$ cat config.mk
export PLATFORM = sky130hd
export DESIGN_NAME = store_unit
export DESIGN_NICKNAME = d
export VERILOG_FILES = /design/src/lsu_pkg.sv /design/src/store_unit.sv
export SDC_FILE = /design/constraint.sdc
export NUM_CORES = 1
export LEC_CHECK = 0
export ABC_CLOCK_PERIOD_IN_PS = 1200
export BUFFER_PORTS_ARGS = -buffer_cell sky130_fd_sc_hd__buf_2
export CAP_MARGIN = 15
export CORE_AREA = 10 10 90 92
export CTS_CLUSTER_SIZE = 20
export DETAILED_ROUTE_END_ITERATION = 7
export DIE_AREA = 0 0 100 102
export PLACE_DENSITY = 0.79
export SLEW_MARGIN = 0
export SYNTH_ARGS = -nofsm -noshare
export SYNTH_HDL_FRONTEND = slang
export SYNTH_SLANG_ARGS = --single-unit
$ cat constraint.sdc
create_clock -name clk_i -period 1.2 [get_ports clk_i]
set_input_delay 0.24 -clock clk_i [delete_from_list [all_inputs] [get_ports clk_i]]
set_output_delay 0.24 -clock clk_i [all_outputs]
set_load 0.01 [all_outputs]
$ cat src/lsu_pkg.sv
// shared widths, operation codes and exception causes for the load/store unit
// memory word union with byte and halfword views
`default_nettype none

package lsu_pkg;

    // --------------------
    // widths
    // --------------------
    localparam int unsigned XLEN       = 32;
    localparam int unsigned TRANS_ID_W = 3;
    localparam int unsigned OP_W       = 3;
    localparam int unsigned BE_W       = XLEN / 8;
    localparam int unsigned CAUSE_W    = 4;

    // local data RAM, 1 KiB of words
    localparam int unsigned RAM_WORDS = 256;
    localparam int unsigned RAM_AW    = 8;

    // --------------------
    // operation codes
    // --------------------
    // bit 2 marks a store, low bits give the size
    // low bits 11 are the unsigned loads, bit 2 selecting halfword
    localparam logic [OP_W-1:0] OP_LB  = 3'b000;
    localparam logic [OP_W-1:0] OP_LH  = 3'b001;
    localparam logic [OP_W-1:0] OP_LW  = 3'b010;
    localparam logic [OP_W-1:0] OP_LBU = 3'b011;
    localparam logic [OP_W-1:0] OP_SB  = 3'b100;
    localparam logic [OP_W-1:0] OP_SH  = 3'b101;
    localparam logic [OP_W-1:0] OP_SW  = 3'b110;
    localparam logic [OP_W-1:0] OP_LHU = 3'b111;

    // access sizes
    localparam logic [1:0] SIZE_BYTE = 2'b00;
    localparam logic [1:0] SIZE_HALF = 2'b01;
    localparam logic [1:0] SIZE_WORD = 2'b10;

    // exception causes, as in the privileged spec
    localparam logic [CAUSE_W-1:0] CAUSE_LD_MISALIGNED   = 4'd4;
    localparam logic [CAUSE_W-1:0] CAUSE_LD_ACCESS_FAULT = 4'd5;
    localparam logic [CAUSE_W-1:0] CAUSE_ST_MISALIGNED   = 4'd6;
    localparam logic [CAUSE_W-1:0] CAUSE_ST_ACCESS_FAULT = 4'd7;

    // one RAM word, seen as byte lanes or as halfword lanes
    typedef union packed {
        logic [3:0][7:0]  b;
        logic [1:0][15:0] h;
    } mem_word_t;

    // --------------------
    // op decode
    // --------------------
    function automatic logic op_is_store(logic [OP_W-1:0] op);
        return op[2] & (op[1:0] != 2'b11);
    endfunction

    function automatic logic op_is_unsigned(logic [OP_W-1:0] op);
        return op[1:0] == 2'b11;
    endfunction

    function automatic logic [1:0] op_size(logic [OP_W-1:0] op);
        return (op[1:0] == 2'b11) ? {1'b0, op[2]} : op[1:0];
    endfunction

endpackage

`default_nettype wire

$ cat src/store_unit.sv
// store unit with data lane placement and RAM write strobe
// store completion register
`timescale 1ns/10ps
`default_nettype none

module store_unit import lsu_pkg::*; (
    input  wire logic                  clk_i,
    input  wire logic                  rst_ni,
    input  wire logic                  valid_i,
    input  wire logic [XLEN-1:0]       vaddr_i,
    input  wire logic [BE_W-1:0]       be_i,
    input  wire logic [XLEN-1:0]       wdata_i,
    input  wire logic [TRANS_ID_W-1:0] trans_id_i,
    input  wire logic                  ex_valid_i,
    input  wire logic [CAUSE_W-1:0]    ex_cause_i,
    input  wire logic [XLEN-1:0]       ex_tval_i,
    output logic                       ram_we_o,
    output logic [BE_W-1:0]            ram_be_o,
    output mem_word_t                  ram_wdata_o,
    output logic                       valid_o,
    output logic [TRANS_ID_W-1:0]      trans_id_o,
    output logic                       ex_valid_o,
    output logic [CAUSE_W-1:0]         ex_cause_o,
    output logic [XLEN-1:0]            ex_tval_o
);

    mem_word_t wdata_w;

    assign wdata_w = wdata_i;

    // rotate bytes up by the offset, enables pick the live lanes
    always_comb begin
        for (int i = 0; i < BE_W; i++) begin
            ram_wdata_o.b[i] = wdata_w.b[2'(i) - vaddr_i[1:0]];
        end
    end

    // no write for a faulting store
    assign ram_we_o = valid_i & ~ex_valid_i;
    assign ram_be_o = be_i;

    // --------------------
    // completion
    // --------------------
    always_ff @(posedge clk_i or negedge rst_ni) begin
        if (!rst_ni) begin
            valid_o    <= 1'b0;
            ex_valid_o <= 1'b0;
        end else begin
            valid_o    <= valid_i;
            ex_valid_o <= valid_i & ex_valid_i;
        end
    end

    always_ff @(posedge clk_i) begin
        if (valid_i) begin
            trans_id_o <= trans_id_i;
            ex_cause_o <= ex_cause_i;
            ex_tval_o  <= ex_tval_i;
        end
    end

endmodule

`default_nettype wire

==> results.ini <==
[routing]
vias=1643
final_antenna_net_count=0
dr.pass1.iters=4
drc_errors=0
drtIter0Drc=69
viasPerCell=4.89
routed_wl_mm=7.45
wl_per_cell_um=22.2

[cts]
cts_tree=done
cts_max_path_buffers=2
cts-root-buf=clkbuf_8
clk_pin_slew_worst_paths_ns=0.07
cts_sinks=41
cts_max_level=2
cts_buffers=5

[yosys]
synth-seq-area-share_pct=58.2
synth.area.top_cells=edfxtp_1 56%, mux4_2 30%, mux4_1 5.0%, dfrtp_1 2.4%, buf_4 2.1%
ys_warn_count=0
postSynthCellCount=87
ys_ff_latch=41
synth.largest_area_cell=edfxtp_1
yosys.area.top_type_share_pct=55.8
syn-cell-area_um2=2100
synth.distinct_cells=9
syn_avg_cell_area_um2=24.1
synth_nets=198

[floorplanning]
coreArea_um2=6280
initial_core_util_pct=33.4
die_x_um=100
rows=29
io_pins=189
die_height_um=102
die-area_um2=10200

[pwr]
vdd_ir_drop_max_mv=0.996
p_per_area_nw_per_um2=1140
p_leak_nw=1.51

[timing]
finalSetupViolCount=32
hold_slack_ns=0.121
finalHoldViolCount=0
rsz0062_at_grt=true
setup-tns-final_ns=-5.25
post-route-period-util_pct=117
slew_headroom_pct=91.1
timing.final.ws_setup_ns=-0.209
slew_viol_final=0
min_period_ns=1.41
worst_pin_slew_ns=0.134
clock.fmax_ghz=0.710

[placed_design]
io_buffers=150
pre_cts_slack_ns=-0.300
place_inst=317
place.gp.congestion=0.771
hpwl_mm=5.99
place_area_um2=2980

[layout]
drive_above_1_share_pct=82.6
final_common_cell=buf_2
nets=369
fin_cells=336
finalInstanceArea_um2=3450
num_antenna_cells=0
area_growth_pct=64.4
layout_common_cells=121 x buf_2, 39 x edfxtp_1, 32 x mux4_2

[worst_setup_path]
startpoint=vaddr_i[0]
crit_path_cell_trace=buf_12 > buf_12 > mux4_2 > buf_6
cp.required_ns=0.96
slowest_delay_ns=0.53
cp-end-kind=output pin
arrival_ns=1.17
path_common_cell=buf_12
cp_max_fo=8
cpMaxStageDelayCell=mux4_2
path_class=input port to output pin
start_kind=input port

[grt]
grtUsageTotal_pct=13.7
grt_max_degree=26
grt_overflow_total=0
antenna_found_initial=0
grt_pass1_wl_mm=10.8
grt_pass1_vias=1896

[outcome]
violations=setup timing
status=finished, violations left

[min_path]
hold_path.startpoint=ex_tval_i[0]
hp-class=input port to flop

[flow_run]
drv_cap=0

-- power by group --
part	switching (mW)	internal, mW
logic	0.458	0.619
registers	0.0268	1.69
clock network	0.449	0.678
total	0.934	2.98
-- stage by stage --
stage / total power, mW / utilization, %
2_1_floorplan: 2.16 / -
3_3_place_gp: 2.59 / 47.5
3_5_place_dp: 2.62 / 47.5
4_1_cts: 3.89 / 53.5
5_1_grt: 4.08 / 55.0
6_report: 3.92 / 55.0
-- sequential cells by signal (all words and copies together) (netlist names) --
name,cells
ex_tval_o,32
ex_cause_o,4
trans_id_o,3
ex_valid_o,1
valid_o,1
-- worst paths after layout --
check	depth (start not counted)	endpoint
hold / removal	1	ex_tval_o[0]$_DFFE_PP_
min in group asynchronous	2	valid_o$_DFF_PN0_
max in group asynchronous	2	ex_valid_o$_DFF_PN0_
setup / recovery	4	ram_wdata_o[31]
-- cell usage after synthesis --
master and count:
nor2b_1 1, and2_1 1, edfxtp_1 39, buf_12 2, dfrtp_1 2, mux4_2 28
mux4_1 4, buf_4 6, buf_6 4
-- what timing repair did --
item	CTS	global route
gates cloned	3	0
gates resized for setup	38	15
hold buffers	1	0
endpoints found under the setup margin	32	32
hold endpoints to repair	2	0
setup buffers	5	2
-- logic make-up (layout without fill, tap and decap cells) --
logic type	count (synthesis)	count (layout)	synth area share [%]
buf+inv	12	184	6.20
simple gates	2	2	0.596
flops	41	41	58.2
mux	32	32	35.0
-- critical path, delay by kind of cell --
family | cells | cell delay [ns]
muxes | 1 | 0.53
buffers and inverters | 3 | 0.39
-- area by class of cell --
cell class | instances | area [µm²]
timing repair buffer | 176 | 1280
clock buffer | 7 | 86.3
multi-input combinational | 34 | 733
clock inverter | 1 | 30.0
fill | 512 | 2830
sequential | 41 | 1220
tap | 77 | 96.3
-- per-layer routing --
layer / vias to the layer above / track usage [%] / wire [µm] / share of wire, %
met5: - / 0 / 0 / 0
met3: 12 / 3.78 / 384 / 5.2
met2: 56 / 28.3 / 4630 / 62
met1: 842 / 12.1 / 2300 / 31
met4: 0 / 5.00 / 138 / 1.9
li1: 733 / - / - / -
No activity file was read; power rests on OpenSTA's default activity.
