--- config.mk ---
export PLATFORM = sky130hd
export DESIGN_NAME = lsu_addr_check
export DESIGN_NICKNAME = d
export VERILOG_FILES = /design/src/lsu_pkg.sv /design/src/lsu_addr_check.sv
export SDC_FILE = /design/constraint.sdc
export NUM_CORES = 1
export LEC_CHECK = 0
export ABC_CLOCK_PERIOD_IN_PS = 4200
export BUFFER_PORTS_ARGS = -buffer_cell sky130_fd_sc_hd__buf_2
export CELL_PAD_IN_SITES_DETAIL_PLACEMENT = 0
export CELL_PAD_IN_SITES_GLOBAL_PLACEMENT = 1
export CORE_MARGIN = 1
export CORE_UTILIZATION = 15
export DETAILED_ROUTE_END_ITERATION = 16
export GPL_TIMING_DRIVEN = 0
export PLACE_DENSITY = 0.87
export SYNTH_ARGS = -nofsm -noshare
export SYNTH_HDL_FRONTEND = slang
export SYNTH_SLANG_ARGS = --single-unit
export TNS_END_PERCENT = 1
--- constraint.sdc ---
create_clock -name vclk -period 4.2
set_clock_uncertainty 0.2 [all_clocks]
set_input_delay 0.42 -clock vclk [all_inputs]
set_output_delay 0.42 -clock vclk [all_outputs]
set_load 0.01 [all_outputs]
--- src/lsu_pkg.sv ---
// shared widths, operation codes and exception causes for the load/store unit
// memory word union with byte and halfword views
`default_nettype none

package lsu_pkg;

    // --------------------
    // widths
    // --------------------
    localparam int unsigned XLEN       = 32;
    localparam int unsigned TRANS_ID_W = 3;
    localparam int unsigned OP_W       = 3;
    localparam int unsigned BE_W       = XLEN / 8;
    localparam int unsigned CAUSE_W    = 4;

    // local data RAM, 1 KiB of words
    localparam int unsigned RAM_WORDS = 256;
    localparam int unsigned RAM_AW    = 8;

    // --------------------
    // operation codes
    // --------------------
    // bit 2 marks a store, low bits give the size
    // low bits 11 are the unsigned loads, bit 2 selecting halfword
    localparam logic [OP_W-1:0] OP_LB  = 3'b000;
    localparam logic [OP_W-1:0] OP_LH  = 3'b001;
    localparam logic [OP_W-1:0] OP_LW  = 3'b010;
    localparam logic [OP_W-1:0] OP_LBU = 3'b011;
    localparam logic [OP_W-1:0] OP_SB  = 3'b100;
    localparam logic [OP_W-1:0] OP_SH  = 3'b101;
    localparam logic [OP_W-1:0] OP_SW  = 3'b110;
    localparam logic [OP_W-1:0] OP_LHU = 3'b111;

    // access sizes
    localparam logic [1:0] SIZE_BYTE = 2'b00;
    localparam logic [1:0] SIZE_HALF = 2'b01;
    localparam logic [1:0] SIZE_WORD = 2'b10;

    // exception causes, as in the privileged spec
    localparam logic [CAUSE_W-1:0] CAUSE_LD_MISALIGNED   = 4'd4;
    localparam logic [CAUSE_W-1:0] CAUSE_LD_ACCESS_FAULT = 4'd5;
    localparam logic [CAUSE_W-1:0] CAUSE_ST_MISALIGNED   = 4'd6;
    localparam logic [CAUSE_W-1:0] CAUSE_ST_ACCESS_FAULT = 4'd7;

    // one RAM word, seen as byte lanes or as halfword lanes
    typedef union packed {
        logic [3:0][7:0]  b;
        logic [1:0][15:0] h;
    } mem_word_t;

    // --------------------
    // op decode
    // --------------------
    function automatic logic op_is_store(logic [OP_W-1:0] op);
        return op[2] & (op[1:0] != 2'b11);
    endfunction

    function automatic logic op_is_unsigned(logic [OP_W-1:0] op);
        return op[1:0] == 2'b11;
    endfunction

    function automatic logic [1:0] op_size(logic [OP_W-1:0] op);
        return (op[1:0] == 2'b11) ? {1'b0, op[2]} : op[1:0];
    endfunction

endpackage

`default_nettype wire

--- src/lsu_addr_check.sv ---
// misaligned access and access fault detection
// produces exception valid, cause and trap value
`timescale 1ns/10ps
`default_nettype none

module lsu_addr_check import lsu_pkg::*; (
    input  wire logic [OP_W-1:0] op_i,
    input  wire logic [XLEN-1:0] vaddr_i,
    output logic                 ex_valid_o,
    output logic [CAUSE_W-1:0]   ex_cause_o,
    output logic [XLEN-1:0]      ex_tval_o
);

    logic is_store;
    logic misaligned;
    logic fault;

    assign is_store = op_is_store(op_i);

    // byte accesses are always aligned
    always_comb begin
        unique case (op_size(op_i))
            SIZE_HALF: misaligned = vaddr_i[0];
            SIZE_WORD: misaligned = |vaddr_i[1:0];
            default:   misaligned = 1'b0;
        endcase
    end

    // anything above the RAM is a fault
    assign fault = |vaddr_i[XLEN-1:RAM_AW+2];

    // access fault wins over misalignment
    always_comb begin
        ex_valid_o = fault | misaligned;
        ex_cause_o = '0;
        ex_tval_o  = '0;
        if (fault) begin
            ex_cause_o = is_store ? CAUSE_ST_ACCESS_FAULT : CAUSE_LD_ACCESS_FAULT;
            ex_tval_o  = vaddr_i;
        end else if (misaligned) begin
            ex_cause_o = is_store ? CAUSE_ST_MISALIGNED : CAUSE_LD_MISALIGNED;
            ex_tval_o  = vaddr_i;
        end
    end

endmodule

`default_nettype wire

==> tab_implementation.tex <==
\begin{tabular}{lr}
\hline
Metric & Value \\
\hline
\multicolumn{2}{l}{\textbf{Status}} \\
Outcome & finished, final reports clean \\
\multicolumn{2}{l}{\textbf{STA}} \\
RSZ-0062 raised after global routing & no \\
Fin. max-slew vios & 0 \\
Max Freq & 374 MHz \\
Setup TNS after final layout & 0 ns \\
Minimum period implied by the final worst setup slack & 2.68 ns \\
Setup Viol. Count Final & 0 \\
Final period util & 0.637 \\
Hold Violations, Final & 0 \\
\multicolumn{2}{l}{\textbf{Pwr}} \\
Sequential Power Share & 0 \\
Maximum ir drop on the vdd rail & 37.9 uV \\
Combinational Power Share & 1.000 \\
Internal power & 33.7 uW \\
Switching fraction of total power & 0.488 \\
NetSw & 32.1 uW \\
Power density cells & 85.0 mW/mm2 \\
PnR Total Power & 65.8 uW \\
Cell leakage power & 0.000458 uW \\
Clock network power share & 0 \\
\multicolumn{2}{l}{\textbf{Clocking}} \\
Number of buffers added to fix hold violations after cts & 0 \\
Number of gates resized after cts & 0 \\
Post-CTS setup repair buffer count & 0 \\
\multicolumn{2}{l}{\textbf{Setup path}} \\
Worst path top cell family by delay & buffers and inverters \\
Arrival time at the worst endpoint & 2.06 ns \\
Count of buffering cells on the critical path with inverters included & 6 \\
Instance count on the critical path & 11 \\
Series of cell instances along the critical path & buf\_2, inv\_1, o21a\_1, inv\_1, ha\_1, o21ai\_0, a21o\_1, clkbuf\_1, nand3\_1, buf\_4, buf\_2 \\
Category of the critical setup timing path & in -> out \\
Kind of capture point of the worst setup path & output pin \\
Critical-path maximum fanout & 10 \\
Critical Path Slowest Stage Cell & sky130\_fd\_sc\_hd\_\_clkbuf\_1 \\
Required time at the worst-slack endpoint & 3.58 ns \\
Type of element launching the critical path & primary input \\
CP max stage delay & 0.35 ns \\
\multicolumn{2}{l}{\textbf{Hold path}} \\
Beginning of the worst hold path & vaddr\_i[27] \\
Worst hold path depth & 3 \\
Worst hold path type & in -> out \\
Endpoint with the worst hold slack & ex\_tval\_o[27] \\
\multicolumn{2}{l}{\textbf{Synth}} \\
Distinct cell type count after synthesis & 18 \\
Number of warnings issued by yosys & 0 \\
Post-synthesis net count & 108 \\
Sequential fraction of the synthesis area & 0 \\
Top cells by area in the synthesized netlist & sky130\_fd\_sc\_hd\_\_clkbuf\_1 (22\%), sky130\_fd\_sc\_hd\_\_a31oi\_1 (18\%), sky130\_fd\_sc\_hd\_\_inv\_1 (13\%) \\
Post-synth top cells & sky130\_fd\_sc\_hd\_\_clkbuf\_1 (23), sky130\_fd\_sc\_hd\_\_inv\_1 (13), sky130\_fd\_sc\_hd\_\_a31oi\_1 (11), sky130\_fd\_sc\_hd\_\_nand2\_1 (4), sky130\_fd\_sc\_hd\_\_nor4\_1 (4) \\
Library cell with the largest summed area after synthesis & sky130\_fd\_sc\_hd\_\_clkbuf\_1 \\
Most used standard cell by instance count after synthesis & sky130\_fd\_sc\_hd\_\_clkbuf\_1 \\
Netlist area before placement & 384 um2 \\
Instance count of the mapped netlist & 71 \\
Top-area cell type share of the netlist area & 0.225 \\
Avg Synthesized Cell Area & 5.41 um2 \\
\multicolumn{2}{l}{\textbf{Layout}} \\
Proportion of layout cells with a drive suffix above 1 & 0.542 \\
Signed area change from the synthesized netlist to the final layout & 102\% \\
Total of clock buffers placed in the layout & 0 \\
Flip-flop and latch count & 0 \\
Number of antenna cells inserted & 0 \\
Sequential cell area & 0 um2 \\
\# nets final & 181 \\
\multicolumn{2}{l}{\textbf{Detailed routing}} \\
DRT iter0 DRCs & 7 \\
Vias & 660 \\
DRC errors left & 0 \\
Via/cell ratio & 3.88 \\
DR WL/cell & 8.32 um \\
Wirelength, routed & 1.42 mm \\
Antenna Violating Nets Remaining & 0 \\
First-pass detailed-route iteration total & 4 \\
\multicolumn{2}{l}{\textbf{Floorplanning}} \\
IO Pins & 72 \\
Die width & 52.6 um \\
Die area & 0.00277 mm2 \\
Initial cell density of the core & 0.166 \\
Chip Height & 52.6 um \\
Core area & 0.00232 mm2 \\
Cell Rows & 17 \\
\multicolumn{2}{l}{\textbf{GRT}} \\
First-pass GRT wire length & 2.08 mm \\
Sum of overflow across all layers after global routing & 0 \\
Pin count of the biggest net entering global routing & 11 \\
Antenna violations before repair & 0 \\
Via count of the first global-routing pass & 544 \\
Tot GR Track Use & 0.0927 \\
\multicolumn{2}{l}{\textbf{Placed design}} \\
Routability Congestion & 0.643 \\
Total half-perimeter wirelength after legalization and detailed placement & 1.25 mm \\
PortBufs & 71 \\
\multicolumn{2}{l}{\textbf{Job}} \\
\# Max-Cap Violations & 0 \\
\hline
\end{tabular}
-- power groups by stage --
stage / logic [uW] / clock network [uW] / registers (uW)
final: 65.8 / 0 / 0
after global routing: 73.1 / 0 / 0
after CTS: 66.7 / 0 / 0
after detailed placement: 66.4 / 0 / 0
after global placement: 65.3 / 0 / 0
after floorplan: 30.0 / 0 / 0
-- routing by layer --
metal / track usage / vias up / part of all wire / wire length, um
li1: - / 353 / - / -
met1: 0.0960 / 278 / 0.37 / 528
met2: 0.209 / 29 / 0.56 / 789
met3: 0 / 0 / 0.069 / 97
met4: 0 / 0 / 0 / 0
met5: 0 / - / 0 / 0
-- per-stage QoR --
stage                     cells  worst slack (ns)  hold slack, ns  cell area, um2   util
after floorplan              71              1.86           0.724             384      -
after global placement      170              1.57           0.911             774  0.334
after detailed placement    170              1.53           0.912             774  0.334
after CTS                   170              1.50           0.914             774  0.334
after global routing        170              1.36           0.926             774  0.334
final                       170              1.52           0.914             774  0.334
-- cells in the final DEF, fill, tap and decap left out --
cell type | synthesis | routed
sky130_fd_sc_hd__buf_2 | 0 | 71
sky130_fd_sc_hd__clkbuf_1 | 23 | 23
sky130_fd_sc_hd__inv_1 | 13 | 13
sky130_fd_sc_hd__a31oi_1 | 11 | 11
sky130_fd_sc_hd__nor4_1 | 4 | 4
sky130_fd_sc_hd__nand2_1 | 4 | 4
sky130_fd_sc_hd__buf_4 | 3 | 3
sky130_fd_sc_hd__ha_1 | 2 | 2
sky130_fd_sc_hd__nand2b_1 | 1 | 1
sky130_fd_sc_hd__o21a_1 | 1 | 1
sky130_fd_sc_hd__or4_4 | 1 | 1
sky130_fd_sc_hd__nor3_4 | 1 | 1
sky130_fd_sc_hd__buf_6 | 1 | 1
sky130_fd_sc_hd__and4_1 | 1 | 1
sky130_fd_sc_hd__dlygate4sd3_1 | 1 | 1
sky130_fd_sc_hd__o21ai_0 | 1 | 1
sky130_fd_sc_hd__a21o_1 | 1 | 1
sky130_fd_sc_hd__nand3_1 | 1 | 1
sky130_fd_sc_hd__conb_1 | 1 | 1
-- worst min-delay path, stage by stage --
cell                       delay [ns]
sky130_fd_sc_hd__buf_2           0.09
sky130_fd_sc_hd__clkbuf_1        0.07
sky130_fd_sc_hd__buf_2           0.12
-- area by class of cell --
class              count  area (um2)
plain buffers         28         130
fillers              255        1540
inverters             13        48.8
multi-input cells     30         205
well taps             28        35.0
repair buffers        71         355
-- logic make-up (layout without fill, tap and decap cells) --
group           count (synthesis)  in the layout  share of synthesized area
compound gates                 14             14                      0.231
fa+ha+maj                       2              2                     0.0651
simple gates                   13             13                      0.228
buf+inv                        41            112                      0.466
other cells                     1              1                    0.00976
-- worst max path at each step --
stage	startpoint	slack [ns]	to
after CTS	op_i[1]	1.50	ex_cause_o[2]
final	op_i[1]	1.52	ex_cause_o[2]
after detailed placement	op_i[1]	1.53	ex_cause_o[2]
after global placement	op_i[1]	1.57	ex_cause_o[2]
after floorplan	op_i[1]	1.86	ex_cause_o[2]
after global routing	op_i[1]	1.36	ex_cause_o[2]
No activity file was read; power rests on OpenSTA's default activity.
