==> src/lsu_pkg.sv <==
// shared widths, operation codes and exception causes for the load/store unit
// memory word union with byte and halfword views
`default_nettype none

package lsu_pkg;

    // --------------------
    // widths
    // --------------------
    localparam int unsigned XLEN       = 32;
    localparam int unsigned TRANS_ID_W = 3;
    localparam int unsigned OP_W       = 3;
    localparam int unsigned BE_W       = XLEN / 8;
    localparam int unsigned CAUSE_W    = 4;

    // local data RAM, 1 KiB of words
    localparam int unsigned RAM_WORDS = 256;
    localparam int unsigned RAM_AW    = 8;

    // --------------------
    // operation codes
    // --------------------
    // bit 2 marks a store, low bits give the size
    // low bits 11 are the unsigned loads, bit 2 selecting halfword
    localparam logic [OP_W-1:0] OP_LB  = 3'b000;
    localparam logic [OP_W-1:0] OP_LH  = 3'b001;
    localparam logic [OP_W-1:0] OP_LW  = 3'b010;
    localparam logic [OP_W-1:0] OP_LBU = 3'b011;
    localparam logic [OP_W-1:0] OP_SB  = 3'b100;
    localparam logic [OP_W-1:0] OP_SH  = 3'b101;
    localparam logic [OP_W-1:0] OP_SW  = 3'b110;
    localparam logic [OP_W-1:0] OP_LHU = 3'b111;

    // access sizes
    localparam logic [1:0] SIZE_BYTE = 2'b00;
    localparam logic [1:0] SIZE_HALF = 2'b01;
    localparam logic [1:0] SIZE_WORD = 2'b10;

    // exception causes, as in the privileged spec
    localparam logic [CAUSE_W-1:0] CAUSE_LD_MISALIGNED   = 4'd4;
    localparam logic [CAUSE_W-1:0] CAUSE_LD_ACCESS_FAULT = 4'd5;
    localparam logic [CAUSE_W-1:0] CAUSE_ST_MISALIGNED   = 4'd6;
    localparam logic [CAUSE_W-1:0] CAUSE_ST_ACCESS_FAULT = 4'd7;

    // one RAM word, seen as byte lanes or as halfword lanes
    typedef union packed {
        logic [3:0][7:0]  b;
        logic [1:0][15:0] h;
    } mem_word_t;

    // --------------------
    // op decode
    // --------------------
    function automatic logic op_is_store(logic [OP_W-1:0] op);
        return op[2] & (op[1:0] != 2'b11);
    endfunction

    function automatic logic op_is_unsigned(logic [OP_W-1:0] op);
        return op[1:0] == 2'b11;
    endfunction

    function automatic logic [1:0] op_size(logic [OP_W-1:0] op);
        return (op[1:0] == 2'b11) ? {1'b0, op[2]} : op[1:0];
    endfunction

endpackage

`default_nettype wire

==> src/lsu_issue_reg.sv <==
// issue stage register holding the accepted request
// flush handling and load/store dispatch strobes
`timescale 1ns/10ps
`default_nettype none

module lsu_issue_reg import lsu_pkg::*; (
    input  wire logic                  clk_i,
    input  wire logic                  rst_ni,
    input  wire logic                  flush_i,
    input  wire logic                  valid_i,
    input  wire logic [OP_W-1:0]       op_i,
    input  wire logic [XLEN-1:0]       vaddr_i,
    input  wire logic [BE_W-1:0]       be_i,
    input  wire logic [XLEN-1:0]       wdata_i,
    input  wire logic [TRANS_ID_W-1:0] trans_id_i,
    output logic                       ld_valid_o,
    output logic                       st_valid_o,
    output logic [OP_W-1:0]            op_o,
    output logic [XLEN-1:0]            vaddr_o,
    output logic [BE_W-1:0]            be_o,
    output logic [XLEN-1:0]            wdata_o,
    output logic [TRANS_ID_W-1:0]      trans_id_o
);

    logic valid_q;

    // a flushed request is never accepted
    always_ff @(posedge clk_i or negedge rst_ni) begin
        if (!rst_ni) begin
            valid_q <= 1'b0;
        end else begin
            valid_q <= valid_i & ~flush_i;
        end
    end

    always_ff @(posedge clk_i) begin
        if (valid_i) begin
            op_o       <= op_i;
            vaddr_o    <= vaddr_i;
            be_o       <= be_i;
            wdata_o    <= wdata_i;
            trans_id_o <= trans_id_i;
        end
    end

    // --------------------
    // dispatch
    // --------------------
    // flush kills the held op before either unit samples it
    assign ld_valid_o = valid_q & ~flush_i & ~op_is_store(op_o);
    assign st_valid_o = valid_q & ~flush_i &  op_is_store(op_o);

endmodule

`default_nettype wire

==> config.mk <==
export PLATFORM = sky130hd
export DESIGN_NAME = lsu_issue_reg
export DESIGN_NICKNAME = d
export VERILOG_FILES = /design/src/lsu_pkg.sv /design/src/lsu_issue_reg.sv
export SDC_FILE = /design/constraint.sdc
export NUM_CORES = 1
export LEC_CHECK = 0
export BUFFER_PORTS_ARGS = -buffer_cell sky130_fd_sc_hd__buf_2
export CELL_PAD_IN_SITES_DETAIL_PLACEMENT = 1
export CELL_PAD_IN_SITES_GLOBAL_PLACEMENT = 2
export CORE_MARGIN = 5
export CORE_UTILIZATION = 25
export CTS_BUF_LIST = sky130_fd_sc_hd__clkbuf_2
export DETAILED_ROUTE_END_ITERATION = 10
export MAX_ROUTING_LAYER = met4
export PLACE_DENSITY = 0.83
export RECOVER_POWER = 50
export SKIP_LAST_GASP = 1
export SYNTH_ARGS = -nofsm -noshare
export SYNTH_HDL_FRONTEND = slang
export SYNTH_SLANG_ARGS = --single-unit
==> constraint.sdc <==
create_clock -name clk_i -period 1.1 [get_ports clk_i]
set_input_delay 0.11 -clock clk_i [delete_from_list [all_inputs] [get_ports clk_i]]
set_output_delay 0.11 -clock clk_i [all_outputs]
set_load 0.02 [all_outputs]
==> summary.md, run 1 <==
| Metric | Value |
|---|---|
| IO Pins | 154 |
| Worst path buffer plus inverter count | 1 |
| Most common cell after layout, fill and taps aside | buf_2 |
| FMAX | 690 MHz |
| Vias/cell | 4.04 |
| Synth Cell Area | 2280 sq um |
| Crit path max fanout | 2 |
| CP arrival | 1.34 ns |
| Syn_area_per_cell | 28.6 sq um |
| Area share of the largest cell type after synthesis | 0.973 |
| Global route overflow | 0 |
| Endpoints failing setup | 76 |
| Routed via count | 1773 |
| Final Slew Violations | 0 |
| Die Y | 106 um |
| I/O Buffers | 153 |
| CTS tree | done |
| Nets | 404 |
| Metal-1 WL | 2840 um |
| GP Congestion | 0.649 |
| First-pass GRT wire length | 11100 um |
| Final hold vios | 0 |
| Clock Tree Buf Depth | 2 |
| Initial antenna violation count | 0 |
| Final period util | 1.32 |
| PnR worst setup slack | -0.350 ns |
| TritonCTS Buffers | 9 |
| Synth unique cells | 7 |
| Clock sink count | 75 |
| DR top layer | met4 |
| Largest net degree at the start of global routing | 33 |
| MaxCap Viol Count | 0 |
| CP Launch Type | flop |
| 1st-pass router iterations | 4 |
| Max VDD drop | 0.721 mV |
| Max incr delay on CP | 0.45 ns |
| Initial Util | 0.259 |
| Setup TNS | -4.39 ns |
| Slew @ Worst Pin | 0.215 ns |
| DRC viols | 0 |
| Worst EP required | 0.99 ns |
| Status | finished with violations |
| Total GRT Usage | 0.136 |
| DR WL met2 | 4040 um |
| CTS HTree Levels | 3 |
| Ant diodes | 0 |
| Antenna viol nets, final | 0 |
| Width of the die | 106 um |
| Post-Syn Instances | 80 |
| Synth Register Bits | 75 |
| Setup Slack @ Placement | 0.149 ns |
| Synth-to-Final Area Change | 95.5% |
| Sequential area share after synthesis | 0.984 |
| Tmin final | 1.45 ns |
| WL/cell | 17.1 um |
| Cell Pwr Density | 1310 nW/um^2 |
| CORE AREA | 8810 sq um |
| Critical Path Sink Type | output port |
| Die area | 11200 sq um |
| Crit Path Category | reg -> out |
| Commonest cells after routing, fill and taps aside | buf_2 (89), dlygate4sd3_1 (78), edfxtp_1 (74) |
| Crit-path cells | nand2_2 -> and4b_1 -> buf_4 |
| P_leak | 0.00189 uW |
| Crit-path leading delay family | flip-flops |
| Synth area leader | edfxtp_1 |
| Area contributors post-synth | edfxtp_1 (97%), dfrtp_1 (1.1%), and4b_1 (0.44%) |
| Layout cells sized above 1 | 0.517 |
| Relative slew slack | 0.857 |
| Initial DRC count | 34 |
| Vias in the first global route | 2127 |
| Setup repair after global routing missed its margin | true |
| Detailed Route WL | 7500 um |
| Metal3 WL | 507 um |
| Worst hold path class | in -> reg |
| Syn_nets | 158 |
| YS warnings | 0 |
| Slowest-stage cell, CP | edfxtp_1 |
| WHS | 0.319 ns |
| CTS clock-pin slew for the worst setup and hold paths | 0.21 ns |
| Failing checks | setup timing |
| Root buffer cell | clkbuf_2 |
| Row cnt | 34 |
[layout make-up]
type | instances | area (sq um)
flip-flops and latches | 75 | 2250
well taps | 108 | 135
clock inverters | 4 | 18.8
repair buffers | 235 | 1970
multi-input cells | 5 | 37.5
fillers | 858 | 4340
clock buffers | 12 | 60.1
[repair_timing]
action / 4_1_cts / 5_1_grt
pin swaps: 1 / 0
endpoints found under the setup margin: 76 / 76
gates resized for setup: 74 / 44
buffers inserted: 0 / 1
hold endpoints to repair: 82 / 0
hold buffers: 78 / 0
[routing by layer]
metal | up-vias | GRT usage
li1 | 813 | -
met1 | 849 | 0.139
met2 | 101 | 0.244
met3 | 10 | 0.0391
met4 | 0 | 0.0537
met5 | - | -
[final timing paths]
| check | from | endpoint | slack, ns | depth (start not counted) |
|---|---|---|---|---|
| min in group asynchronous | rst_ni | valid_q | 0.45 | 3 |
| worst min-delay path | vaddr_i[13] | vaddr_o[13] | 0.32 | 2 |
| worst max-delay path | op_o[1] | st_valid_o | -0.35 | 3 |
| max in group asynchronous | rst_ni | valid_q | 0.55 | 3 |
[cell usage after synthesis]
library cell	count
and4b_1	1
nor2b_1	1
a21oi_2	1
edfxtp_1	74
nand2_2	1
nand2b_1	1
dfrtp_1	1
[report_power, final]
part	switching [uW]	internal, uW
logic	527	633
clock network	886	310
registers	98.3	3390
total	1510	4330
[state kept, by name, summed over array words and instances, names as in the netlist]
| signal | flops |
|---|---|
| be_o | 4 |
| trans_id_o | 3 |
| valid_q | 1 |
| vaddr_o | 32 |
| op_o | 3 |
| wdata_o | 32 |
[kinds of logic (layout without fill, tap and decap cells)]
family	Yosys count	in the layout	share of synthesized area
compound gates	1	1	0.00383
buf+inv	0	251	0
flops	75	75	0.984
simple gates	4	4	0.0126
[per-stage QoR]
stage               power [uW]   util  std cells  area, sq um
finish                    5840  0.507        439         4470
global route              6140  0.507        439         4470
CTS                       5840  0.491        438         4330
detailed placement        4260  0.367        344         3240
global placement          4230  0.367        344         3240
floorplan                 3820      -         80         2280
Power figures use the tool's default switching activity.
==> inputs of run 2 (changes only) <==
- CORE_UTILIZATION: 25 -> 30
- GPL_TIMING_DRIVEN: unset -> 0
- PLACE_DENSITY: 0.83 -> 0.95
==> summary.md, run 2 (synthesis gave the netlist of run 1 again) <==
| Metric | Value |
|---|---|
| Status | finished with violations |
| Failing checks | setup timing |
| Crit-path cells | nand2_2 -> and4b_1 -> buf_6 |
| Antenna viol nets, final | 0 |
| TritonCTS Buffers | 9 |
| WL/cell | 18.1 um |
| PnR worst setup slack | -0.364 ns |
| Routed via count | 1787 |
| Nets | 401 |
| Width of the die | 97.3 um |
| IO Pins | 154 |
| FMAX | 683 MHz |
| Slowest-stage cell, CP | edfxtp_1 |
| CORE AREA | 7330 sq um |
| CP arrival | 1.35 ns |
| Final instance area | 4520 sq um |
| Vias in the first global route | 2045 |
| Max VDD drop | 1.07 mV |
| Worst hold path class | in -> reg |
| Filler cell count in the final layout | 706 |
| Initial antenna violation count | 1 |
| Setup repair after global routing missed its margin | true |
| CP Launch Type | flop |
| Cell Pwr Density | 1490 nW/um^2 |
| Clock Tree Buf Depth | 2 |
| Core Util, Final | 0.616 |
| Initial Util | 0.312 |
| Max incr delay on CP | 0.46 ns |
| First-pass GRT wire length | 11500 um |
| CTS tree | done |
| Flop pwr share | 0.518 |
| Final hold vios | 0 |
| Die area | 9460 sq um |
| Clock sink count | 75 |
| Crit Path Category | reg -> out |
| Critical Path Sink Type | output port |
| I/O Buffers | 153 |
| CTS HTree Levels | 3 |
| Crit path launch | op_o[0] |
| Die Y | 97.3 um |
| Row cnt | 31 |
| Endpoints failing setup | 74 |
| Layout cells sized above 1 | 0.503 |
| MaxCap Viol Count | 0 |
| 1st-pass router iterations | 7 |
| Tmin final | 1.46 ns |
| DRC viols | 0 |
| Largest net degree at the start of global routing | 76 |
| Final Slew Violations | 0 |
| Internal cell power | 5220 uW |
| Min-delay src | valid_i |
| Final period util | 1.33 |
| Switching share of power | 0.227 |
| Total GRT Usage | 0.165 |
| Worst EP required | 0.99 ns |
| Initial DRC count | 44 |
| Combinational power share | 0.171 |
| Global route overflow | 0 |
| Most common cell after layout, fill and taps aside | buf_2 |
| Setup TNS | -3.16 ns |
| Relative slew slack | 0.393 |
| GP Congestion | 0.695 |
| Crit path max fanout | 2 |
| Total Power | 6750 uW |
| Synth-to-Final Area Change | 97.8% |
| Crit-path leading delay family | flip-flops |
| CTS clock-pin slew for the worst setup and hold paths | 0.20 ns |
| Root buffer cell | clkbuf_2 |
| Biggest regs | vaddr_o (32), wdata_o (32), be_o (4) |
| Worst path buffer plus inverter count | 1 |
| Slew @ Worst Pin | 0.910 ns |
| Clock Power Share | 0.312 |
| Placed inst area | 3180 sq um |
| WHS | 0.308 ns |
| Vias/cell | 4.18 |
| Detailed Route WL | 7730 um |
| P_leak | 0.00190 uW |
| Commonest cells after routing, fill and taps aside | buf_2 (82), dlygate4sd3_1 (77), edfxtp_1 (74) |
| Psw | 1530 uW |
[run 2: cell types whose count changed in the layout (fill, tap and decap cells not counted), sizes merged]
| cell | delta |
|---|---|
| clkinv | -2 |
| bufinv | +4 |
| clkbuf | +3 |
| diode | +1 |
| dlygate4sd3 | -1 |
| buf | -7 |
[run 2: layout make-up]
type / count / area, sq um / area share
sequential: 75 / 2250 / 0.497
clock inverter: 6 / 128 / 0.0282
clock buffer: 10 / 50.0 / 0.0111
antenna: 1 / 2.50 / 0.000554
timing repair buffer: 232 / 1930 / 0.427
tap: 99 / 124 / 0.0274
multi-input combinational: 5 / 37.5 / 0.00831
[run 2: path summary, 6_finish.rpt]
path                               to  cells after the start
max                        st_valid_o                      3
min                           op_o[1]                      1
max in group asynchronous     valid_q                      3
min in group asynchronous     valid_q                      3
[run 2: metrics by stage]
stage	std cells	setup WS (ns)
6_report	428	-0.364
5_1_grt	428	-0.496
4_1_cts	427	-0.399
3_5_place_dp	332	-0.133
3_3_place_gp	332	-0.564
2_1_floorplan	80	0.0818
[run 2: repair_timing]
item	4_1_cts	5_1_grt
setup endpoints to repair	76	76
pin swaps	3	1
endpoints found under the hold margin	76	0
hold buffers	77	0
gates resized for setup	65	58
buffers inserted	2	1
[run 2: power by group through the flow]
stage / combinational (uW) / sequential, uW / clock [uW]
after floorplan: 10.5 / 3810 / 0
after global placement: 704 / 3500 / 0
after detailed placement: 721 / 3510 / 0
after CTS: 1050 / 3470 / 2180
after global routing: 1210 / 3520 / 2340
final: 1150 / 3500 / 2110
[run 2: per-layer routing]
layer,share of wire,GRT usage,vias to the layer above,routed length [um]
met5,0,-,-,0
met4,0.011,0.0522,0,88
met3,0.061,0.0445,10,475
met2,0.58,0.305,94,4480
met1,0.35,0.168,872,2680
li1,-,-,811,-
==> inputs of run 3 (changes only) <==
- SKIP_CTS_REPAIR_TIMING: unset -> 1
==> summary.md, run 3 (synthesis gave the netlist of run 1 again) <==
| Metric | Value |
|---|---|
| Status | finished with violations |
| Failing checks | setup timing |
| Max incr delay on CP | 0.46 ns |
| Post-route insts no fill | 428 |
| TritonCTS Buffers | 9 |
| Antenna viol nets, final | 0 |
| Vias in the first global route | 1640 |
| Width of the die | 97.3 um |
| Final Slew Violations | 0 |
| Global route overflow | 0 |
| Top Usage Layer GRT | met2 |
| CORE AREA | 7330 sq um |
| Relative slew slack | 0.393 |
| Critical Path Sink Type | output port |
| Worst EP required | 0.99 ns |
| 1st-pass router iterations | 4 |
| Met1 GRT Util | 0.134 |
| Nets | 401 |
| Hold path depth | 1 |
| Synth-to-Final Area Change | 95.7% |
| Crit-path cells | nand2_2 -> and4b_1 -> buf_6 |
| Layout cells sized above 1 | 0.518 |
| Detailed Route WL | 7690 um |
| Crit Path Category | reg -> out |
| Clock Tree Buf Depth | 2 |
| DRC viols | 0 |
| Die area | 9460 sq um |
| Die Y | 97.3 um |
| CTS tree | done |
| PnR worst setup slack | -0.386 ns |
| Routed via count | 1752 |
| Crit-path leading delay family | flip-flops |
| GP Congestion | 0.695 |
| Total GRT Usage | 0.126 |
| Final hold vios | 0 |
| Vias/cell | 4.09 |
| IO Pins | 154 |
| Final period util | 1.35 |
| Endpoints failing setup | 76 |
| Filler cell count in the final layout | 706 |
| Commonest cells after routing, fill and taps aside | buf_2 (96), dlygate4sd3_1 (77), edfxtp_1 (74) |
| FMAX | 673 MHz |
| CP arrival | 1.38 ns |
| Most common cell after layout, fill and taps aside | buf_2 |
| CP Launch Type | flop |
| Tmin final | 1.49 ns |
| Largest net degree at the start of global routing | 76 |
| Biggest regs | vaddr_o (32), wdata_o (32), be_o (4) |
| Hold EP | op_o[2] |
| MaxCap Viol Count | 0 |
| Initial Util | 0.312 |
| Crit path max fanout | 2 |
| Worst hold path class | in -> reg |
| P_leak | 0.00190 uW |
| CTS HTree Levels | 3 |
| Worst path buffer plus inverter count | 1 |
| Clock sink count | 75 |
| Cell Pwr Density | 1510 nW/um^2 |
| Slowest-stage cell, CP | edfxtp_1 |
| Max VDD drop | 0.858 mV |
| Row cnt | 31 |
| CTS clock-pin slew for the worst setup and hold paths | 0.20 ns |
| WL/cell | 18.0 um |
| M2 GR Usage | 0.215 |
| Slew @ Worst Pin | 0.910 ns |
| Setup repair after global routing missed its margin | true |
| Met3 Usage GRT | 0.0388 |
| Initial DRC count | 77 |
| Setup TNS | -4.19 ns |
| I/O Buffers | 153 |
| Root buffer cell | clkbuf_2 |
| Initial antenna violation count | 1 |
| DP Cell Count | 332 |
| Min-delay src | valid_i |
| First-pass GRT wire length | 8810 um |
run 3: changes by cell type in the layout (fill, tap and decap cells not counted), sizes merged:
cell	before	now
buf	147	154
clkbuf	18	11
run 3: layout make-up:
| class | count | area, sq um | share of cell area |
|---|---|---|---|
| Antenna cell | 1 | 2.50 | 0.000560 |
| Clock buffer | 10 | 50.0 | 0.0112 |
| Clock inverter | 6 | 128 | 0.0285 |
| Multi-Input combinational cell | 5 | 37.5 | 0.00839 |
| Sequential cell | 75 | 2250 | 0.503 |
| Tap cell | 99 | 124 | 0.0277 |
| Timing Repair Buffer | 232 | 1880 | 0.421 |
run 3: layer usage:
| layer | vias to the layer above | share of wire |
|---|---|---|
| li1 | 810 | - |
| met1 | 834 | 0.36 |
| met2 | 93 | 0.56 |
| met3 | 15 | 0.062 |
| met4 | 0 | 0.023 |
| met5 | - | 0 |
run 3: how the worst max path moves through the flow:
stage / from / endpoint / slack (ns) / cells after the start
detailed placement: valid_i / vaddr_o[10] / -0.13 / 1
global route: op_o[0] / st_valid_o / -0.50 / 3
CTS: op_o[0] / st_valid_o / -0.43 / 3
floorplan: op_o[0] / st_valid_o / 0.08 / 2
global placement: valid_i / wdata_o[23] / -0.56 / 1
finish: op_o[0] / st_valid_o / -0.39 / 3
run 3: where the power goes:
group	internal, uW	switching (uW)
clock	1210	920
sequential	3390	95.4
combinational	598	527
total	5190	1540
run 3: metrics by stage:
stage / instance area (sq um) / util / total power, uW / setup slack (ns) / hold WS [ns]
after floorplan: 2280 / - / 3820 / 0.0818 / -0.186
after global placement: 3170 / 0.433 / 4210 / -0.564 / -0.114
after detailed placement: 3180 / 0.433 / 4230 / -0.133 / -0.113
after CTS: 3350 / 0.458 / 6340 / -0.428 / -0.690
after global routing: 4470 / 0.610 / 7060 / -0.501 / 0.250
final: 4470 / 0.610 / 6740 / -0.386 / 0.279
