[config.mk]
export PLATFORM = sky130hd
export DESIGN_NAME = lsu_agu
export DESIGN_NICKNAME = d
export VERILOG_FILES = /design/src/lsu_pkg.sv /design/src/lsu_agu.sv
export SDC_FILE = /design/constraint.sdc
export NUM_CORES = 1
export LEC_CHECK = 0
export BUFFER_PORTS_ARGS = -buffer_cell sky130_fd_sc_hd__buf_2
export CAP_MARGIN = 20
export CORE_MARGIN = 2
export CORE_UTILIZATION = 47
export DETAILED_ROUTE_END_ITERATION = 6
export PLACE_DENSITY = 0.84
export SLEW_MARGIN = 20
export SYNTH_ARGS = -nofsm -noshare
export SYNTH_HDL_FRONTEND = slang
export SYNTH_SLANG_ARGS = --single-unit
[constraint.sdc]
create_clock -name vclk -period 2.4
set_clock_uncertainty 0.15 [all_clocks]
set_input_delay 0 -clock vclk [all_inputs]
set_output_delay 0 -clock vclk [all_outputs]
set_load 0.01 [all_outputs]
[src/lsu_pkg.sv]
// shared widths, operation codes and exception causes for the load/store unit
// memory word union with byte and halfword views
`default_nettype none

package lsu_pkg;

    // --------------------
    // widths
    // --------------------
    localparam int unsigned XLEN       = 32;
    localparam int unsigned TRANS_ID_W = 3;
    localparam int unsigned OP_W       = 3;
    localparam int unsigned BE_W       = XLEN / 8;
    localparam int unsigned CAUSE_W    = 4;

    // local data RAM, 1 KiB of words
    localparam int unsigned RAM_WORDS = 256;
    localparam int unsigned RAM_AW    = 8;

    // --------------------
    // operation codes
    // --------------------
    // bit 2 marks a store, low bits give the size
    // low bits 11 are the unsigned loads, bit 2 selecting halfword
    localparam logic [OP_W-1:0] OP_LB  = 3'b000;
    localparam logic [OP_W-1:0] OP_LH  = 3'b001;
    localparam logic [OP_W-1:0] OP_LW  = 3'b010;
    localparam logic [OP_W-1:0] OP_LBU = 3'b011;
    localparam logic [OP_W-1:0] OP_SB  = 3'b100;
    localparam logic [OP_W-1:0] OP_SH  = 3'b101;
    localparam logic [OP_W-1:0] OP_SW  = 3'b110;
    localparam logic [OP_W-1:0] OP_LHU = 3'b111;

    // access sizes
    localparam logic [1:0] SIZE_BYTE = 2'b00;
    localparam logic [1:0] SIZE_HALF = 2'b01;
    localparam logic [1:0] SIZE_WORD = 2'b10;

    // exception causes, as in the privileged spec
    localparam logic [CAUSE_W-1:0] CAUSE_LD_MISALIGNED   = 4'd4;
    localparam logic [CAUSE_W-1:0] CAUSE_LD_ACCESS_FAULT = 4'd5;
    localparam logic [CAUSE_W-1:0] CAUSE_ST_MISALIGNED   = 4'd6;
    localparam logic [CAUSE_W-1:0] CAUSE_ST_ACCESS_FAULT = 4'd7;

    // one RAM word, seen as byte lanes or as halfword lanes
    typedef union packed {
        logic [3:0][7:0]  b;
        logic [1:0][15:0] h;
    } mem_word_t;

    // --------------------
    // op decode
    // --------------------
    function automatic logic op_is_store(logic [OP_W-1:0] op);
        return op[2] & (op[1:0] != 2'b11);
    endfunction

    function automatic logic op_is_unsigned(logic [OP_W-1:0] op);
        return op[1:0] == 2'b11;
    endfunction

    function automatic logic [1:0] op_size(logic [OP_W-1:0] op);
        return (op[1:0] == 2'b11) ? {1'b0, op[2]} : op[1:0];
    endfunction

endpackage

`default_nettype wire

[src/lsu_agu.sv]
// address generation unit
// effective address, access size decode and byte enables
`timescale 1ns/10ps
`default_nettype none

module lsu_agu import lsu_pkg::*; (
    input  wire logic [OP_W-1:0] op_i,
    input  wire logic [XLEN-1:0] operand_a_i,
    input  wire logic [XLEN-1:0] imm_i,
    output logic [XLEN-1:0]      vaddr_o,
    output logic [BE_W-1:0]      be_o
);

    logic [1:0]        size;
    logic [BE_W-1:0]   size_mask;
    logic [2*BE_W-1:0] be_wide;

    // immediate arrives already sign extended
    assign vaddr_o = operand_a_i + imm_i;

    assign size = op_size(op_i);

    // --------------------
    // byte enables
    // --------------------
    always_comb begin
        unique case (size)
            SIZE_BYTE: size_mask = 4'b0001;
            SIZE_HALF: size_mask = 4'b0011;
            default:   size_mask = 4'b1111;
        endcase
    end

    // shift by the byte offset, lanes past the word are dropped
    assign be_wide = {{BE_W{1'b0}}, size_mask} << vaddr_o[1:0];
    assign be_o    = be_wide[BE_W-1:0];

endmodule

`default_nettype wire

==> results of run 1 <==
==> power groups by stage <==
stage                     Sequential, mW  Clock [mW]  Combinational, mW
after CTS                              0           0              0.840
after detailed placement               0           0              0.830
after global placement                 0           0              0.815
after global routing                   0           0              0.960
after floorplan                        0           0              0.518
final                                  0           0              0.876
==> cells by family (layout without fill, tap and decap cells) <==
kind of cell	Yosys count	after routing	synth area share, %
AO/OA/AOI/OAI	103	103	37.7
AND/OR/NAND/NOR	86	86	21.9
adder cells (fa/ha/maj)	32	32	22.2
XOR/XNOR	27	27	12.8
buffers and inverters	22	148	5.37
==> what timing repair did <==
action | CTS | global route
pin swaps | 2 | 13
setup buffers | 1 | 3
setup endpoints to repair | 5 | 10
endpoints found under the hold margin | 0 | 0
resized for setup | 4 | 20
==> stage by stage <==
stage                     worst slack, ns  setup TNS [ns]  cell area (um2)  total power [mW]  hold slack [ns]
after floorplan                     0.171               0             1840             0.518           0.0255
after global placement            -0.0686          -0.164             2580             0.815            0.233
after detailed placement           -0.106          -0.290             2580             0.830            0.253
after CTS                         -0.0273         -0.0273             2600             0.840            0.252
after global routing              -0.0551          -0.144             2710             0.960            0.245
final                              0.0480               0             2710             0.876            0.221
==> routing by layer <==
layer | global-route usage, % | vias to the layer above | routed length, um
met2 | 41.9 | 83 | 2590
met4 | 6.38 | 0 | 136
met5 | 0 | - | 0
li1 | - | 1259 | -
met1 | 27.0 | 1102 | 2380
met3 | 0.676 | 14 | 247
==> cell usage in the layout, fill, tap and decap left out, types with 2 or more instances in the layout <==
master	n
nand2_1	21
o21ai_0	6
nor3_1	7
o21ai_2	2
ha_1	27
a21o_1	15
xor2_1	7
a211oi_1	2
ha_4	2
buf_2	103
o21a_1	4
a21oi_1	36
nor2_1	26
inv_1	12
nand3_1	11
buf_4	33
ha_2	2
and3_1	3
a311oi_1	2
a211oi_2	2
nand4_1	5
o211ai_1	2
nor2b_1	4
o21bai_1	8
a21oi_2	3
o21ai_1	3
xnor2_1	20
==> cell type report <==
type | instances | area [um2]
Multi-Input combinational cell | 248 | 1840
Tap cell | 48 | 60.1
Inverter | 12 | 45.0
Fill cell | 321 | 1000
Timing Repair Buffer | 136 | 763
==> how the worst max path moves through the flow <==
stage	start	to	slack, ns	cells past startpoint
after global placement	operand_a_i[0]	vaddr_o[26]	-0.07	13
after detailed placement	operand_a_i[0]	vaddr_o[26]	-0.11	13
after floorplan	operand_a_i[0]	vaddr_o[30]	0.17	10
after global routing	operand_a_i[18]	vaddr_o[26]	-0.06	11
final	operand_a_i[18]	vaddr_o[26]	0.05	11
after CTS	operand_a_i[13]	vaddr_o[26]	-0.03	11
==> key figures, run 1 <==
Outcome
  • Status: complete, no violations

Drt
  • DRT iter0 DRCs: 80
  • Vias per cell: 5.54
  • WL/cell: roughly 12 um
  • Post-Route WL: roughly 5.4 mm
  • DR pass1 iterations: 4
  • Routed Antenna Nets: 0
  • Remaining DRCs: 0
  • DR vias: approximately 2500

Cells and area
  • Share of layout cells above drive strength 1: between 40% and 50%
  • Clk_buf instances: 0
  • FF+latch count: 0
  • Final nets: between 400 and 500
  • Final Non-Filler Cells: 444
  • Area grow syn2layout: 47.3%
  • ANT cells: 0
  • Register Area: 0 um2
  • Final core utilization: around 73%

Timing
  • # setup viols final: 0
  • Worst Tran Pin Value: a little over 0.4 ns
  • Slew HR: 72.4%
  • RSZ-0062 raised after global routing: true
  • Max-slew violations: 0
  • Max Clock Freq: 425 MHz
  • Final hold vios: 0
  • Min cycle time layout: between 2 and 2.5 ns
  • Crit share post-route: 98.0%

Floorplanning
  • Core area: around 3700 um2
  • Die area: 4430 um2
  • Initial core utilization: roughly 50%
  • Ports: between 100 and 150
  • Die width: around 67 um
  • Die height: 66.6 um
  • Num rows: 22

Power and ir drop
  • Switch share: between 50% and 60%
  • PwrDens: between 300 and 400 nW/um2
  • Comb power frac: between 90% and 100%
  • Internal power: 0.420 mW
  • Power share of the clock group: 0%
  • Leakage power: around 1.4 nW
  • NetSw: approximately 0.46 mW
  • Flop pwr share: 0%
  • Peak supply drop: around 0.00018 V

Global route
  • Congestion Overflow GR: 0
  • Initial antenna violation count: 0
  • First-pass GRT wire length: ~8.2 mm
  • Vias in the first global route: around 2100
  • Largest net degree at the start of global routing: 9
  • Global Route Usage Sum: between 20% and 30%

Logic synthesis
  • Ranking of synthesized cells by area: ha_1, a21oi_1, xnor2_1
  • Cell accounting for the most synthesized area: ha_1
  • Post-synth design cell area: around 1800 um2
  • Sequential share of the synthesized area: 0%
  • Mean Syn Cell Area: between 6 and 7 um2
  • Post-synth top area share: about a fifth
  • Unique masters post-synth: 49
  • Most frequent cells after synthesis: a21oi_1, ha_1, nor2_1
  • Post-Synthesis Net Count: roughly 370
  • Synth Instances: 270
  • Top-count cell post-synth: a21oi_1
  • Ys Warns: 0

Setup path
  • Worst Path Buf+Inv: 3
  • Crit-path slowest cell: or4_1
  • Crit-path leading delay family: simple AND/OR/NAND/NOR gates
  • Crit end category: primary output
  • Worst Path Arrival: between 2 and 2.5 ns
  • WS Path Type: input pin to primary output
  • Required @ worst endpoint: ~2.3 ns
  • CP Cell Sequence: buf_2, ha_1, and3_1, nor2b_1, or4_1, a21oi_2, o31ai_4, buf_4, a221oi_2, xnor2_1, buf_2
  • Most frequent CP cell: buf_2
  • CP startpoint kind: input pin
  • Crit path largest cell delay: approximately 0.42 ns
  • CP Max Fanout: 5

CTS
  • Cts-stage hold buffer count: 0

Hold path
  • Hold path depth: 3
  • Hold Crit Class: input pin to primary output
  • Hold endpoint: vaddr_o[0]
  • Hold path start: imm_i[0]

Run
  • Max-Cap Viols: 0

Placed design
  • Number of port buffers: ~100
  • Hpwl dp: 4.53 mm
  • Final Wtd Congestion: between 0.9 and 1
  • DP Cell Count: 440
No activity file was read; power rests on OpenSTA's default activity.
==> run 2, diff against run 1 <==
==> constraint.sdc (replaced) <==
create_clock -name vclk -period 2.6
set_clock_uncertainty 0.15 [all_clocks]
set_input_delay 0 -clock vclk [all_inputs]
set_output_delay 0 -clock vclk [all_outputs]
set_load 0.01 [all_outputs]
==> run 2 against run 1 <==
Wire length decreased by 5.7%. Critical path type unchanged. Sequential cell count is the same. Global-route usage down 0.57 points. Final area decreased by 9.6%. Setup slack improved by 0.042 ns. Critical path depth grew 1. Total power down 16%. First-iteration DRC count rose by 21%. Die area is the same. Via count is 4.7% lower.
==> key figures, run 2 (synthesized netlist as in run 1, its figures left out) <==
Outcome
  • Status: complete, no violations

Placed design
  • Pre-CTS setup slack: about 0.028 ns
  • Hpwl dp: between 4 and 5 mm
  • Number of port buffers: between 100 and 150
  • Final Wtd Congestion: slightly above 0.9

Global route
  • Global Route Usage Sum: around 22%
  • Congestion Overflow GR: 0
  • Largest net degree at the start of global routing: 9
  • Vias in the first global route: between 2000 and 2500
  • First-pass GRT wire length: between 8 and 9 mm
  • Initial antenna violation count: 0

Drt
  • DR vias: 2343
  • Post-Route WL: 5.05 mm
  • WL/cell: between 10 and 15 um
  • DR pass1 iterations: 4
  • DRT iter0 DRCs: 97
  • Vias per cell: about 5.6
  • Routed Antenna Nets: 0
  • Remaining DRCs: 0

Power and ir drop
  • Peak supply drop: 0.000140 V
  • Leakage power: ~1.3 nW
  • PwrDens: roughly 300 nW/um2
  • Overall Power: about 0.73 mW

Cells and area
  • ANT cells: 0
  • Register Area: 0 um2
  • Filler instances: 359
  • FF+latch count: 0
  • Clk_buf instances: 0
  • Most frequent cells in the layout: buf_2, a21oi_1, ha_1
  • Final core utilization: 66.0%
  • Share of layout cells above drive strength 1: between 30% and 40%
  • Area grow syn2layout: 33.2%
  • Most common cell after layout, fill and taps aside: buf_2
  • Final nets: around 470

Floorplanning
  • Num rows: 22
  • Die area: about 4400 um2
  • Core area: around 3700 um2
  • Die width: 66.6 um
  • Ports: just over 100
  • Die height: about 67 um
  • Initial core utilization: roughly half

Timing
  • Worst Slack Setup Final: between 0.09 and 0.1 ns
  • Min cycle time layout: approximately 2.5 ns
  • Crit share post-route: approximately 97%
  • Max-slew violations: 0
  • Max Clock Freq: 398 MHz
  • # setup viols final: 0
  • Final hold vios: 0
  • Slew HR: 70.1%
  • Worst Tran Pin Value: between 0.4 and 0.5 ns
  • Hold slack: ~0.24 ns
  • Setup TNS Final: 0 ns

Hold path
  • Hold Crit Class: input pin to primary output
  • Hold path depth: 4

Setup path
  • Crit end category: primary output
  • CP Max Fanout: 3
  • Required @ worst endpoint: 2.45 ns
  • CP startpoint kind: input pin
  • WS Path Type: input pin to primary output
  • Worst Path Arrival: about 2.4 ns

Run
  • Max-Cap Viols: 0
-- run 2: per-stage QoR --
stage          std cells  area [um2]
3_3_place_gp         420        2430
5_1_grt              421        2450
2_1_floorplan        270        1840
4_1_cts              420        2430
3_5_place_dp         420        2430
6_report             421        2450
-- run 2: layout make-up --
type	instances	area (um2)	share of cell area, %
tap	48	60.1	2.45
multi-input combinational	248	1760	71.6
inverter	12	45.0	1.84
timing repair buffer	113	591	24.1
-- run 2: final timing paths --
check                start           to  slack [ns]
setup / recovery  imm_i[0]  vaddr_o[18]        0.09
hold / removal     op_i[1]      be_o[3]        0.24
-- run 2: repair_timing --
item | in CTS | in global routing
resized for setup | 0 | 5
endpoints found under the setup margin | 0 | 8
buffers inserted | 0 | 1
hold buffers | 0 | 0
-- run 2: critical path, cell delays in order --
cell	delay [ns]
buf_2	0.09
ha_1	0.17
inv_1	0.06
fa_1	0.41
nor2b_2	0.17
o2111ai_2	0.16
a21oi_2	0.25
o2111ai_2	0.19
a21boi_0	0.34
nor4_1	0.08
a311o_1	0.31
buf_2	0.14
-- run 2: where the power goes --
part | internal (mW) | switching (mW) | total, mW
registers | 0 | 0 | 0
logic | 0.338 | 0.394 | 0.733
clock network | 0 | 0 | 0
total | 0.338 | 0.394 | 0.733
-- run 2: metal layers --
layer / vias to the layer above / track usage [%] / part of all wire (%)
li1: 1223 / - / -
met1: 1030 / 26.3 / 44
met2: 82 / 41.3 / 48
met3: 8 / 1.52 / 6.2
met4: 0 / 3.83 / 1.5
met5: - / 0 / 0
==> run 3, diff against run 2 <==
--- a/config.mk
+++ b/config.mk
@@ -5,12 +5,12 @@
 export SDC_FILE = /design/constraint.sdc
 export NUM_CORES = 1
 export LEC_CHECK = 0
-export BUFFER_PORTS_ARGS = -buffer_cell sky130_fd_sc_hd__buf_2
 export CAP_MARGIN = 20
 export CORE_MARGIN = 2
-export CORE_UTILIZATION = 47
+export CORE_UTILIZATION = 55
 export DETAILED_ROUTE_END_ITERATION = 6
-export PLACE_DENSITY = 0.84
+export DONT_BUFFER_PORTS = 1
+export PLACE_DENSITY = 0.7
 export SLEW_MARGIN = 20
 export SYNTH_ARGS = -nofsm -noshare
 export SYNTH_HDL_FRONTEND = slang
==> constraint.sdc (replaced) <==
create_clock -name vclk -period 2.5
set_clock_uncertainty 0.15 [all_clocks]
set_input_delay 0 -clock vclk [all_inputs]
set_output_delay 0 -clock vclk [all_outputs]
set_load 0.01 [all_outputs]
==> run 3 against run 2 <==
Utilization is 6.7 points lower. Global-route usage fell by 0.70 points. Total power down 17%. Setup slack gained 0.046 ns. Final area fell by 21%. Sequential cell count unchanged. Combinational power fell by 17%. Hold slack lost 0.19 ns. Critical endpoint is now vaddr_o[30].
==> key figures, run 3 (synthesized netlist as in run 1, its figures left out) <==
Outcome
  • Status: complete, no violations

Timing
  • Crit share post-route: 94.6%
  • Max Clock Freq: 423 MHz
  • Hold slack: ~0.053 ns
  • Final hold vios: 0
  • Min cycle time layout: 2.36 ns
  • # setup viols final: 0
  • Max-slew violations: 0
  • Worst Tran Pin Value: about 0.45 ns
  • RSZ-0062 raised after global routing: true
  • Slew HR: 69.7%

Placed design
  • DP Cell Count: 315
  • Final Wtd Congestion: 0.902
  • Hpwl dp: around 3.8 mm
  • Number of port buffers: 0
  • Dpl cell area: 1910 um2

Floorplanning
  • Die height: around 60 um
  • Num rows: 21
  • Ports: ~100
  • Die area: 3830 um2
  • Die width: ~62 um
  • Core area: roughly 3300 um2
  • Initial core utilization: about 56%

Power and ir drop
  • Internal power: ~0.24 mW
  • Power share of the clock group: 0%
  • Switch share: 60.4%
  • Peak supply drop: 0.000117 V
  • Flop pwr share: 0%
  • Comb power frac: between 90% and 100%
  • Overall Power: approximately 0.6 mW
  • NetSw: 0.369 mW
  • PwrDens: 314 nW/um2
  • Leakage power: roughly 0.87 nW

Cells and area
  • Post-route cell area: slightly below 2000 um2
  • Final Non-Filler Cells: ~320
  • FF+latch count: 0
  • ANT cells: 0
  • Most frequent cells in the layout: a21oi_1, ha_1, nor2_1
  • Register Area: 0 um2
  • Share of layout cells above drive strength 1: under 10%
  • Most common cell after layout, fill and taps aside: a21oi_1
  • Area grow syn2layout: 5.71%
  • Clk_buf instances: 0
  • Final nets: 370
  • Final core utilization: about three fifths

Drt
  • DRT iter0 DRCs: 83
  • Remaining DRCs: 0
  • Routed Antenna Nets: 0
  • DR vias: roughly 1900
  • WL/cell: around 14 um
  • Post-Route WL: 4.46 mm
  • Vias per cell: slightly above 6
  • DR pass1 iterations: 4

Global route
  • Global Route Usage Sum: about a fifth
  • GRT met3 Usage: roughly 1.4%
  • Largest net degree at the start of global routing: 10
  • First-pass GRT wire length: 6.48 mm
  • Routing usage on met1: between 20% and 30%
  • Vias in the first global route: between 1500 and 2000
  • Peak-usage layer in the global routing report: met2
  • Initial antenna violation count: 0
  • M2 GR Usage: between 30% and 40%
  • Congestion Overflow GR: 0

Setup path
  • Required @ worst endpoint: approximately 2.4 ns
  • CP Cell Sequence: ha_1, inv_1, fa_1, nor2b_1, o2111ai_1, a21oi_2, o2111ai_2, o31ai_4, a41oi_1, xnor2_2
  • CP startpoint kind: input pin
  • Crit-path slowest cell: fa_1
  • Worst Path Arrival: around 2.2 ns
  • WS Path Type: input pin to primary output
  • Worst Path Buf+Inv: 1
  • CP Max Fanout: 3
  • Crit-path leading delay family: compound AO/OA/AOI/OAI gates
  • Crit path largest cell delay: slightly below 0.4 ns
  • Crit end category: primary output

Run
  • Max-Cap Viols: 0

Hold path
  • Hold Crit Class: input pin to primary output
run 3: changes by cell type in the layout (fill, tap and decap cells not counted), sizes merged:
cell	delta
buf	-104
run 3: timing repair:
item                       CTS  global route
hold buffers                 0             0
setup buffers                0             0
setup endpoints to repair    1             7
resized for setup            1             4
run 3: path summary, 6_finish.rpt:
| check | from | to | slack, ns | depth (start not counted) |
|---|---|---|---|---|
| min | op_i[0] | be_o[1] | 0.05 | 3 |
| max | operand_a_i[0] | vaddr_o[30] | 0.14 | 10 |
run 3: metal layers:
layer  part of all wire (%)  vias up
met5                      0        -
met4                   0.45        0
met3                    6.6        2
met2                     46       71
met1                     47      872
li1                       -      998
run 3: worst min-delay path, stage by stage:
cell	delay, ns
a21oi_1	0.04
nor2_1	0.09
nor2_1	0.08
run 3: power by group through the flow:
| stage | Sequential (mW) | Clock (mW) | Combinational, mW |
|---|---|---|---|
| floorplan | 0 | 0 | 0.497 |
| global placement | 0 | 0 | 0.593 |
| detailed placement | 0 | 0 | 0.598 |
| CTS | 0 | 0 | 0.605 |
| global route | 0 | 0 | 0.682 |
| finish | 0 | 0 | 0.611 |
run 3: layout make-up:
cell class / count / area, um2
timing repair buffer: 9 / 67.6
inverter: 12 / 45.0
tap: 46 / 57.6
fill: 347 / 1340
multi-input combinational: 248 / 1780
run 3: per-stage QoR:
stage,setup TNS [ns],setup WS (ns)
after CTS,0,0.0354
after floorplan,0,0.271
after global routing,-0.0626,-0.0626
final,0,0.136
after detailed placement,-0.00467,-0.00467
after global placement,0,0.0768
